==> src/hw/fetch_pkg.sv <==
/* Fetch front end shared definitions
   Widths, fetch slot and writeback structs, TLB MSR bus, branch counter states */

package fetch_pkg;

   // Address and instruction widths
   localparam int AW = 32;
   localparam int P_INSN_LEN = 2;
   localparam int PC_W = AW - P_INSN_LEN;
   localparam int INSN_W = 32;

   // Fetch window
   localparam int P_FW = 1;
   localparam int FW = 1 << P_FW;

   // Paging
   localparam int P_PAGE = 13;
   localparam int VPN_W = AW - P_PAGE;
   localparam int P_TLB_SETS = 2;

   // Predictor and queue sizes
   localparam int P_BTB_NUM = 4;
   localparam int P_IQ_DEPTH = 3;

   // Byte address after reset
   localparam logic [AW-1:0] PC_RST = 32'h0000_0000;

   typedef logic [PC_W-1:0] pc_t;
   typedef logic [INSN_W-1:0] insn_t;

   // 2-bit saturating counter
   typedef enum logic [1:0]
   {
      CTR_STRONG_NT = 2'b00,
      CTR_WEAK_NT   = 2'b01,
      CTR_WEAK_T    = 2'b10,
      CTR_STRONG_T  = 2'b11
   } bpu_ctr_e;

   // Prediction info carried with each instruction down to writeback
   typedef struct packed {
      logic     taken;
      bpu_ctr_e ctr;
   } bpu_upd_t;

   typedef struct packed {
      logic itm;
      logic ipf;
   } fetch_exc_t;

   // Queue entry and decode output
   typedef struct packed {
      pc_t        pc;
      insn_t      insn;
      fetch_exc_t exc;
      bpu_upd_t   upd;
   } fetch_slot_t;

   // Branch resolution from writeback
   typedef struct packed {
      logic     valid;
      logic     is_bcc;
      logic     taken;
      pc_t      pc;
      pc_t      npc_act;
      bpu_upd_t upd;
   } bpu_wb_t;

   // TLBL/TLBH write strobes, shared index and data
   typedef struct packed {
      logic                  tlbl_we;
      logic                  tlbh_we;
      logic [P_TLB_SETS-1:0] idx;
      logic [AW-1:0]         data;
   } tlb_msr_t;

endpackage

==> src/hw/branch_predictor.sv <==
/* Branch predictor
   Direct-mapped target buffer with 2-bit counters, one lookup per window slot */

`timescale 1ns/1ps

module branch_predictor
(
   input  logic                clk,
   input  logic                arst_n,
   input  logic                re,
   input  fetch_pkg::pc_t      fetch_pc,
   input  fetch_pkg::bpu_wb_t  bpu_wb,
   output fetch_pkg::pc_t      pred_npc [fetch_pkg::FW],
   output fetch_pkg::bpu_upd_t pred_upd [fetch_pkg::FW]
);
   import fetch_pkg::*;

   logic [(1<<P_BTB_NUM)-1:0] btb_v;
   logic [PC_W-P_BTB_NUM-1:0] btb_tag [1<<P_BTB_NUM];
   pc_t                       btb_tgt [1<<P_BTB_NUM];
   bpu_ctr_e                  ctr [1<<P_BTB_NUM];
   pc_t                       win_base;
   logic [P_BTB_NUM-1:0]      wb_idx;
   logic                      wb_bcc;
   bpu_ctr_e                  wb_ctr;

   // Lookups start at the window boundary, same as the fetched slots
   assign win_base = {fetch_pc[PC_W-1:P_FW], {P_FW{1'b0}}};

   assign wb_idx = bpu_wb.pc[P_BTB_NUM-1:0];
   assign wb_bcc = bpu_wb.valid & bpu_wb.is_bcc;

   // Step the counter seen at prediction toward the outcome
   always_comb
   begin
      wb_ctr = bpu_wb.upd.ctr;
      if (bpu_wb.taken && (bpu_wb.upd.ctr != CTR_STRONG_T))
         wb_ctr = bpu_ctr_e'(bpu_wb.upd.ctr + 2'd1);
      else if (!bpu_wb.taken && (bpu_wb.upd.ctr != CTR_STRONG_NT))
         wb_ctr = bpu_ctr_e'(bpu_wb.upd.ctr - 2'd1);
   end

   always_ff @(posedge clk or negedge arst_n)
   begin
      if (!arst_n)
      begin
         btb_v <= '0;
         for (int i = 0; i < (1 << P_BTB_NUM); i++)
            ctr[i] <= CTR_WEAK_NT;
      end
      else if (wb_bcc)
      begin
         ctr[wb_idx] <= wb_ctr;
         if (bpu_wb.taken)
            btb_v[wb_idx] <= 1'b1;
      end
   end

   // Target only learned from taken branches
   always_ff @(posedge clk)
   begin
      if (wb_bcc && bpu_wb.taken)
      begin
         btb_tag[wb_idx] <= bpu_wb.pc[PC_W-1:P_BTB_NUM];
         btb_tgt[wb_idx] <= bpu_wb.npc_act;
      end
   end

   for (genvar j = 0; j < FW; j++)
   begin : g_slot
      pc_t                  slot_pc;
      logic [P_BTB_NUM-1:0] idx;
      logic                 hit;

      assign slot_pc = win_base + PC_W'(j);
      assign idx = slot_pc[P_BTB_NUM-1:0];
      assign hit = btb_v[idx] && (btb_tag[idx] == slot_pc[PC_W-1:P_BTB_NUM]);

      always_ff @(posedge clk or negedge arst_n)
      begin
         if (!arst_n)
         begin
            pred_upd[j].taken <= 1'b0;
            pred_upd[j].ctr <= CTR_WEAK_NT;
         end
         else if (re)
         begin
            pred_upd[j].taken <= hit && ((ctr[idx] == CTR_WEAK_T) || (ctr[idx] == CTR_STRONG_T));
            pred_upd[j].ctr <= ctr[idx];
         end
      end

      always_ff @(posedge clk)
      begin
         if (re)
            pred_npc[j] <= btb_tgt[idx];
      end
   end

endmodule

==> src/hw/fetch_ctrl.sv <==
/* Fetch control
   PC and next-PC select, window alignment and valid mask, memory address, s2 slots */

`timescale 1ns/1ps

module fetch_ctrl
(
   input  logic                          clk,
   input  logic                          arst_n,
   input  logic                          flush,
   input  fetch_pkg::pc_t                flush_tgt,
   input  logic                          iq_ready,
   input  fetch_pkg::pc_t                pred_npc [fetch_pkg::FW],
   input  fetch_pkg::bpu_upd_t           pred_upd [fetch_pkg::FW],
   input  logic [fetch_pkg::VPN_W-1:0]   ppn,
   input  fetch_pkg::fetch_exc_t         exc,
   output fetch_pkg::pc_t                fetch_pc,
   output logic                          p_ce,
   output logic [fetch_pkg::AW-1:0]      imem_addr,
   input  fetch_pkg::insn_t              imem_rdata [fetch_pkg::FW],
   output fetch_pkg::fetch_slot_t        iq_slot [fetch_pkg::FW],
   output logic [fetch_pkg::P_FW:0]      iq_push_cnt
);
   import fetch_pkg::*;

   // PC of the window now in s1o
   pc_t             pc_q;
   pc_t             win_base;
   logic [P_FW-1:0] win_off;
   logic [FW-1:0]   s1i_aligned;
   logic [FW-1:0]   s1o_aligned;
   logic [FW-1:0]   s1o_valid;
   logic [P_FW:0]   s1o_cnt;
   logic            pred_taken;
   pc_t             pred_tgt;
   fetch_slot_t     s1o_slot [FW];
   fetch_slot_t     s2_slot [FW];
   logic [P_FW:0]   s2_cnt;

   // Whole pipe moves only when the queue can take a full window
   assign p_ce = iq_ready;

   always_comb
   begin
      if (flush)
         fetch_pc = flush_tgt;
      else if (!p_ce)
         fetch_pc = pc_q;
      else if (pred_taken)
         fetch_pc = pred_tgt;
      else
         fetch_pc = pc_q + PC_W'(s1o_cnt);
   end

   always_ff @(posedge clk or negedge arst_n)
   begin
      if (!arst_n)
         pc_q <= PC_RST[AW-1:P_INSN_LEN];
      else
         pc_q <= fetch_pc;
   end

   // A flushed window pushes nothing and gets fetched again
   always_ff @(posedge clk or negedge arst_n)
   begin
      if (!arst_n)
         s1o_aligned <= '0;
      else if (flush)
         s1o_aligned <= '0;
      else if (p_ce)
         s1o_aligned <= s1i_aligned;
   end

   assign win_base = {pc_q[PC_W-1:P_FW], {P_FW{1'b0}}};
   assign win_off = pc_q[P_FW-1:0];

   // Slots after the first predicted-taken one are dropped
   always_comb
   begin
      pred_taken = 1'b0;
      pred_tgt = pred_npc[0];
      s1o_cnt = '0;
      for (int j = 0; j < FW; j++)
      begin
         s1o_valid[j] = s1o_aligned[j] & ~pred_taken;
         if (s1o_valid[j])
            s1o_cnt = s1o_cnt + 1'b1;
         if (s1o_valid[j] && pred_upd[j].taken)
         begin
            pred_taken = 1'b1;
            pred_tgt = pred_npc[j];
         end
      end
   end

   // Window-aligned physical byte address
   assign imem_addr = {ppn, win_base[P_PAGE-P_INSN_LEN-1:0], {P_INSN_LEN{1'b0}}};

   for (genvar k = 0; k < FW; k++)
   begin : g_slot
      logic [P_FW-1:0] src;

      assign s1i_aligned[k] = (fetch_pc[P_FW-1:0] <= P_FW'(k));

      // Pack from the first aligned slot down to position 0
      assign src = P_FW'(k) + win_off;
      assign s1o_slot[k].pc = win_base + PC_W'(src);
      assign s1o_slot[k].insn = (|exc) ? '0 : imem_rdata[src];
      assign s1o_slot[k].exc = exc;
      assign s1o_slot[k].upd = pred_upd[src];
   end

   always_ff @(posedge clk)
   begin
      if (p_ce)
         s2_slot <= s1o_slot;
   end

   always_ff @(posedge clk or negedge arst_n)
   begin
      if (!arst_n)
         s2_cnt <= '0;
      else if (flush)
         s2_cnt <= '0;
      else if (p_ce)
         s2_cnt <= s1o_cnt;
   end

   assign iq_slot = s2_slot;
   assign iq_push_cnt = p_ce ? s2_cnt : '0;

endmodule

==> src/hw/frontend.sv <==
/* Instruction fetch front end
   Predictor and TLB look up the fetch PC side by side, fetch control feeds the queue */

`timescale 1ns/1ps

module frontend
(
   input  logic                          clk,
   input  logic                          arst_n,
   input  logic                          flush,
   input  fetch_pkg::pc_t                flush_tgt,
   // Decode side
   output logic [fetch_pkg::FW-1:0]      id_valid,
   output fetch_pkg::fetch_slot_t        id_slot [fetch_pkg::FW],
   input  logic [fetch_pkg::P_FW:0]      id_pop_cnt,
   // Writeback training
   input  fetch_pkg::bpu_wb_t            bpu_wb,
   // MSR
   input  logic                          psr_imme,
   input  fetch_pkg::tlb_msr_t           tlb_msr,
   // Instruction memory
   output logic [fetch_pkg::AW-1:0]      imem_addr,
   input  fetch_pkg::insn_t              imem_rdata [fetch_pkg::FW]
);
   import fetch_pkg::*;

   pc_t              fetch_pc;
   logic             p_ce;
   pc_t              pred_npc [FW];
   bpu_upd_t         pred_upd [FW];
   logic [VPN_W-1:0] ppn;
   fetch_exc_t       exc;
   fetch_slot_t      iq_slot [FW];
   logic [P_FW:0]    iq_push_cnt;
   logic             iq_ready;

   branch_predictor u_bpu
   (
      .clk      (clk),
      .arst_n   (arst_n),
      .re       (p_ce),
      .fetch_pc (fetch_pc),
      .bpu_wb   (bpu_wb),
      .pred_npc (pred_npc),
      .pred_upd (pred_upd)
   );

   itlb u_itlb
   (
      .clk      (clk),
      .arst_n   (arst_n),
      .re       (p_ce),
      .psr_imme (psr_imme),
      .vpn      (fetch_pc[PC_W-1 -: VPN_W]),
      .tlb_msr  (tlb_msr),
      .ppn      (ppn),
      .exc      (exc)
   );

   fetch_ctrl u_fetch_ctrl
   (
      .clk         (clk),
      .arst_n      (arst_n),
      .flush       (flush),
      .flush_tgt   (flush_tgt),
      .iq_ready    (iq_ready),
      .pred_npc    (pred_npc),
      .pred_upd    (pred_upd),
      .ppn         (ppn),
      .exc         (exc),
      .fetch_pc    (fetch_pc),
      .p_ce        (p_ce),
      .imem_addr   (imem_addr),
      .imem_rdata  (imem_rdata),
      .iq_slot     (iq_slot),
      .iq_push_cnt (iq_push_cnt)
   );

   insn_queue u_iq
   (
      .clk         (clk),
      .arst_n      (arst_n),
      .flush       (flush),
      .iq_slot     (iq_slot),
      .iq_push_cnt (iq_push_cnt),
      .iq_ready    (iq_ready),
      .id_valid    (id_valid),
      .id_slot     (id_slot),
      .id_pop_cnt  (id_pop_cnt)
   );

endmodule

==> src/hw/insn_queue.sv <==
/* Instruction queue
   Eight-entry ring, up to two pushes and two pops per cycle, flushable */

`timescale 1ns/1ps

module insn_queue
(
   input  logic                          clk,
   input  logic                          arst_n,
   input  logic                          flush,
   input  fetch_pkg::fetch_slot_t        iq_slot [fetch_pkg::FW],
   input  logic [fetch_pkg::P_FW:0]      iq_push_cnt,
   output logic                          iq_ready,
   output logic [fetch_pkg::FW-1:0]      id_valid,
   output fetch_pkg::fetch_slot_t        id_slot [fetch_pkg::FW],
   input  logic [fetch_pkg::P_FW:0]      id_pop_cnt
);
   import fetch_pkg::*;

   fetch_slot_t           mem [1<<P_IQ_DEPTH];
   logic [P_IQ_DEPTH-1:0] head;
   logic [P_IQ_DEPTH-1:0] tail;
   logic [P_IQ_DEPTH:0]   count;
   logic [P_IQ_DEPTH:0]   free;

   assign free = (P_IQ_DEPTH+1)'(1 << P_IQ_DEPTH) - count;
   assign iq_ready = (free >= (P_IQ_DEPTH+1)'(FW));

   // Oldest entries face decode, thermometer valid
   for (genvar k = 0; k < FW; k++)
   begin : g_out
      assign id_valid[k] = (count > (P_IQ_DEPTH+1)'(k));
      assign id_slot[k] = mem[head + P_IQ_DEPTH'(k)];
   end

   always_ff @(posedge clk)
   begin
      for (int k = 0; k < FW; k++)
      begin
         if (!flush && ((P_FW+1)'(k) < iq_push_cnt))
            mem[tail + P_IQ_DEPTH'(k)] <= iq_slot[k];
      end
   end

   always_ff @(posedge clk or negedge arst_n)
   begin
      if (!arst_n)
      begin
         head <= '0;
         tail <= '0;
         count <= '0;
      end
      else if (flush)
      begin
         // Drop everything, pushes included
         tail <= head;
         count <= '0;
      end
      else
      begin
         head <= head + P_IQ_DEPTH'(id_pop_cnt);
         tail <= tail + P_IQ_DEPTH'(iq_push_cnt);
         count <= count + (P_IQ_DEPTH+1)'(iq_push_cnt) - (P_IQ_DEPTH+1)'(id_pop_cnt);
      end
   end

endmodule

==> src/hw/itlb.sv <==
/* Instruction TLB
   Four direct-mapped entries written by MSR strobes, registered translation */

`timescale 1ns/1ps

module itlb
(
   input  logic                          clk,
   input  logic                          arst_n,
   input  logic                          re,
   input  logic                          psr_imme,
   input  logic [fetch_pkg::VPN_W-1:0]   vpn,
   input  fetch_pkg::tlb_msr_t           tlb_msr,
   output logic [fetch_pkg::VPN_W-1:0]   ppn,
   output fetch_pkg::fetch_exc_t         exc
);
   import fetch_pkg::*;

   // TLBL fields
   logic [(1<<P_TLB_SETS)-1:0] tlbl_v;
   logic [VPN_W-1:0]           tlbl_vpn [1<<P_TLB_SETS];
   // TLBH fields
   logic [(1<<P_TLB_SETS)-1:0] tlbh_x;
   logic [VPN_W-1:0]           tlbh_ppn [1<<P_TLB_SETS];

   logic [P_TLB_SETS-1:0]      idx;
   logic                       hit;
   fetch_exc_t                 exc_nxt;
   logic [VPN_W-1:0]           ppn_nxt;

   assign idx = vpn[P_TLB_SETS-1:0];
   assign hit = tlbl_v[idx] && (tlbl_vpn[idx] == vpn);

   always_ff @(posedge clk or negedge arst_n)
   begin
      if (!arst_n)
         tlbl_v <= '0;
      else if (tlb_msr.tlbl_we)
         tlbl_v[tlb_msr.idx] <= tlb_msr.data[0];
   end

   always_ff @(posedge clk)
   begin
      if (tlb_msr.tlbl_we)
         tlbl_vpn[tlb_msr.idx] <= tlb_msr.data[P_PAGE +: VPN_W];
      if (tlb_msr.tlbh_we)
      begin
         tlbh_x[tlb_msr.idx] <= tlb_msr.data[0];
         tlbh_ppn[tlb_msr.idx] <= tlb_msr.data[P_PAGE +: VPN_W];
      end
   end

   // Identity map while translation is off
   always_comb
   begin
      exc_nxt = '0;
      ppn_nxt = vpn;
      if (psr_imme)
      begin
         exc_nxt.itm = ~hit;
         exc_nxt.ipf = hit & ~tlbh_x[idx];
         if (hit)
            ppn_nxt = tlbh_ppn[idx];
      end
   end

   always_ff @(posedge clk or negedge arst_n)
   begin
      if (!arst_n)
         exc <= '0;
      else if (re)
         exc <= exc_nxt;
   end

   always_ff @(posedge clk)
   begin
      if (re)
         ppn <= ppn_nxt;
   end

endmodule

==> config.mk <==
export PLATFORM = sky130hd
export DESIGN_NAME = frontend
export DESIGN_NICKNAME = d
export VERILOG_FILES = /design/src/hw/fetch_pkg.sv /design/src/hw/branch_predictor.sv /design/src/hw/fetch_ctrl.sv /design/src/hw/frontend.sv /design/src/hw/insn_queue.sv /design/src/hw/itlb.sv
export SDC_FILE = /design/constraint.sdc
export NUM_CORES = 2
export LEC_CHECK = 0
export ABC_AREA = 1
export BUFFER_PORTS_ARGS = -buffer_cell sky130_fd_sc_hd__buf_2
export CORE_MARGIN = 5
export CORE_UTILIZATION = 39
export CTS_BUF_LIST = sky130_fd_sc_hd__clkbuf_4
export DETAILED_ROUTE_END_ITERATION = 12
export SETUP_SLACK_MARGIN = 0.4
export SYNTH_ARGS = -nofsm -noshare
export SYNTH_HDL_FRONTEND = slang
export SYNTH_SLANG_ARGS = --single-unit
==> constraint.sdc <==
create_clock -name clk -period 10.8 [get_ports clk]
set_input_delay 1.08 -clock clk [delete_from_list [all_inputs] [get_ports clk]]
set_output_delay 1.08 -clock clk [all_outputs]
set_load 0.02 [all_outputs]
==> reports/qor.csv <==
stage;metric;value;unit
setup_path;critPathMostFrequentCell;o21ai_0;
routing;avgRoutedWirePerCell;22.3;microns
logic_synthesis;synthArstFlopShare;5.55;%
sta;finalClockSkew;134;ps
clocking;cts_tree;done;
sta;min_period_over_period;59.1;%
routing;vias_per_cell;5.44;
logic_synthesis;seq_area_frac_synth;66.6;%
logic_synthesis;synth-xor-area-share;0.241;%
die;dieArea;224000;sq um
logic_synthesis;synth_compound_area_share;14.6;%
die;coreArea;214000;sq um
setup_path;endpoint_kind;output pin;
routing;drt_iter0_markers;6141;
clocking;cts_buffers;490;
layout;final_common_cell;edfxtp_1;
die;die_y;473;microns
pwr;powerDensity;274;nW/um^2
setup_path;r2r-start;u_bpu.pred_upd[5];
clocking;cts_buffer_depth;4;
sta;finalMaxSlewViolations;0;
routing;ant_nets;0;
logic_synthesis;ys_ff_latch;1874;
clocking;cts.sinks;1874;
clocking;htree_num_levels;5;
logic_synthesis;ys_types;59;
placement;dpl.hpwl;148;mm
layout;drive_above_1_share;15.1;%
setup_path;r2r_end;u_bpu.pred_upd[5];
pwr;leakage;35.2;nW
clocking;hold_buffers;172;
clocking;cts_setup_buffers;0;
routing;wl_met3;20.2;mm
sta;hold_viol_final;0;
min_path;min_to;u_fetch_ctrl.iq_slot[6];
setup_path;cp_max_fo;99;
routing;wl_met2;120;mm
clocking;cts_resized;0;
die;initial_core_util;39.1;%
clocking;path_clk_slew;60;ps
logic_synthesis;synth-main-ff-cell;edfxtp_1;
setup_path;max_stage_delay;1110;ps
min_path;whs_path_depth;3;
setup_path;rrSetupSlack;4540;ps
setup_path;worst_path_max_delay_cell;dfrtp_4;
die;ios;370;
clocking;root_buffer;clkbuf_4;
logic_synthesis;syn_area;83700;sq um
die;die_w;473;microns
sta;fmax;157;MHz
min_path;min-delay-start;imem_rdata[1];
routing;dr.pass1.iters;7;
grt;grt_remaining_overflow;0;
setup_path;path_cells;ha_4 -> buf_4 -> o21ai_0 -> o21ai_0 -> nor2_1 -> a31oi_1 -> buf_2;
clocking;insertion_delay;1460;ps
routing;wl_met1;106;mm
routing;highest_layer;met5;
status;status;complete, no violations;
logic_synthesis;yosys_warnings;0;
placement;io_buffers;353;
grt;grt_pass1_wl;378;mm
sta;timing.setup.tns;0;ps
logic_synthesis;postSynthCellCount;7882;
placement;globalplace.congestion;0.899;
grt;grt_max_degree;219;
die;rows;170;
logic_synthesis;synth_fa_ha_area_share;0.389;%
grt;antenna_found_initial;34;
layout;synthToLayoutAreaGrowth;14.0;%
grt;grt_pass1_vias;59800;
logic_synthesis;muxShareOfSynthArea;0.0359;%
layout;final_nets;8667;
routing;via_count;63300;
setup_path;r2r_cells;24;
logic_synthesis;yosys.area_share.simple;12.9;%
logic_synthesis;synth_top_family_by_area;compound AO/OA/AOI/OAI gates;
setup_path;start_kind;flip-flop;
layout;final_util;44.6;%
sta;rsz0062_at_grt;no;
setup_path;cp.arrival;5300;ps
routing;drt-total-wl;259;mm
layout;final_cell_mix;edfxtp_1, nand2_1, o21ai_0, nor2_1, clkbuf_4;
grt;track_usage;22.4;%
logic_synthesis;synth_edf_count;1770;
setup_path;required;9720;ps
sta;setup_violations;0;
pwr;peakVddDrop;0.269;mV
min_path;hold_path.class;in -> reg;
sta;relSlewSlack;21.1;%
sta;post-route-min-period;6380;ps
job;maxCapViolations;0;
routing;drcViolationCount;0;
sta;tightest_slew;1180;ps
logic_synthesis;avgSynthCellArea;10.6;sq um
setup_path;worst-setup-path-type;reg -> out;
==> kinds of logic (layout without fill, tap and decap cells) <==
logic type	count (synthesis)	count (layout)
compound gates	2234	2234
xor+xnor	23	23
fa+ha+maj	23	23
buf+inv	1068	1956
flops	1874	1874
mux	3	3
other cells	1	27
simple gates	2656	2656
==> critical path: cells and delay by family, from the launching register on <==
kind	cells	cell delay [ps]
flip-flops	1	1110
buffers and inverters	2	1040
AO/OA/AOI/OAI	3	950
adder cells (fa/ha/maj)	1	670
AND/OR/NAND/NOR	1	60
==> registers in the layout, indices dropped and copies added, names as in the netlist, 4 cells and up <==
register,cells
u_iq.mem,536
u_itlb.tlbl_v,4
u_bpu.btb_tag,416
u_bpu.btb_v,16
u_bpu.btb_tgt,480
u_itlb.tlbh_x,4
u_bpu.pred_upd,6
u_iq.count,4
u_itlb.ppn,19
u_itlb.tlbl_vpn,76
u_fetch_ctrl.pc_q,30
u_bpu.pred_npc,60
u_bpu.ctr,32
u_fetch_ctrl.iq_slot,103
u_itlb.tlbh_ppn,76
==> routing by layer <==
layer  vias up  global-route usage (%)
met5         -                       0
met3       612                    4.10
met1     30500                    29.6
met4         8                    11.2
met2      2858                    35.6
li1      29300                       -
==> cell type report <==
cell class,count,area [sq um]
tap,2838,3550
fill,20000,119000
clock inverter,132,608
antenna,24,60.1
multi-input combinational,4942,23900
sequential,1874,55800
inverter,496,1890
clock buffer,690,5180
timing repair buffer,638,4410
==> cells in the mapped netlist (all sizes together) (16+ instances only) <==
cell type  number  area (sq um)
nand2        1343          5070
o21a           70           526
a31oi         197          1230
o32ai          18           158
buf           179           943
or2            20           125
ha             18           225
nand3         373          1900
dfstp          18           473
inv           494          1850
o21ai        1269          6400
o211ai        124           931
o22ai          87           544
nand4          32           200
xor2           16           140
clkbuf        393          1520
dfrtp          86          2150
nor3           22           126
nor2          849          3250
a21oi         451          2300
edfxtp       1770         53200
==> how the worst max path moves through the flow <==
stage,depth (start not counted),start,to
final,7,u_iq.head[0],id_slot[3]
after global routing,7,u_iq.head[0],id_slot[3]
after CTS,7,u_iq.head[0],id_slot[3]
after detailed placement,24,u_bpu.pred_upd[5],u_bpu.pred_upd[5]
after global placement,24,u_bpu.pred_upd[5],u_bpu.pred_upd[5]
after floorplan,6,flush,u_iq.mem[6][0]
==> report_power, final <==
part / internal, mW / leakage [nW] / total [mW] / switching [mW]
Clock: 2.98 / 3.46 / 5.84 / 2.86
Sequential: 9.18 / 17.5 / 9.86 / 0.683
Combinational: 2.95 / 14.3 / 10.5 / 7.54
==> metrics by stage <==
stage / hold WS (ps) / instance area [sq um] / std cells / setup WS, ps / power, mW
after CTS: 0.921 / 95400 / 11600 / 4320 / 26.3
after detailed placement: 446 / 87900 / 10600 / 4630 / 20.3
final: 156 / 95400 / 11600 / 4420 / 26.2
after global routing: 28.9 / 95400 / 11600 / 4060 / 27.8
after floorplan: 424 / 83700 / 7884 / 1460 / 16.7
after global placement: 437 / 87900 / 10600 / 4700 / 20.1
Power figures use the tool's default switching activity.
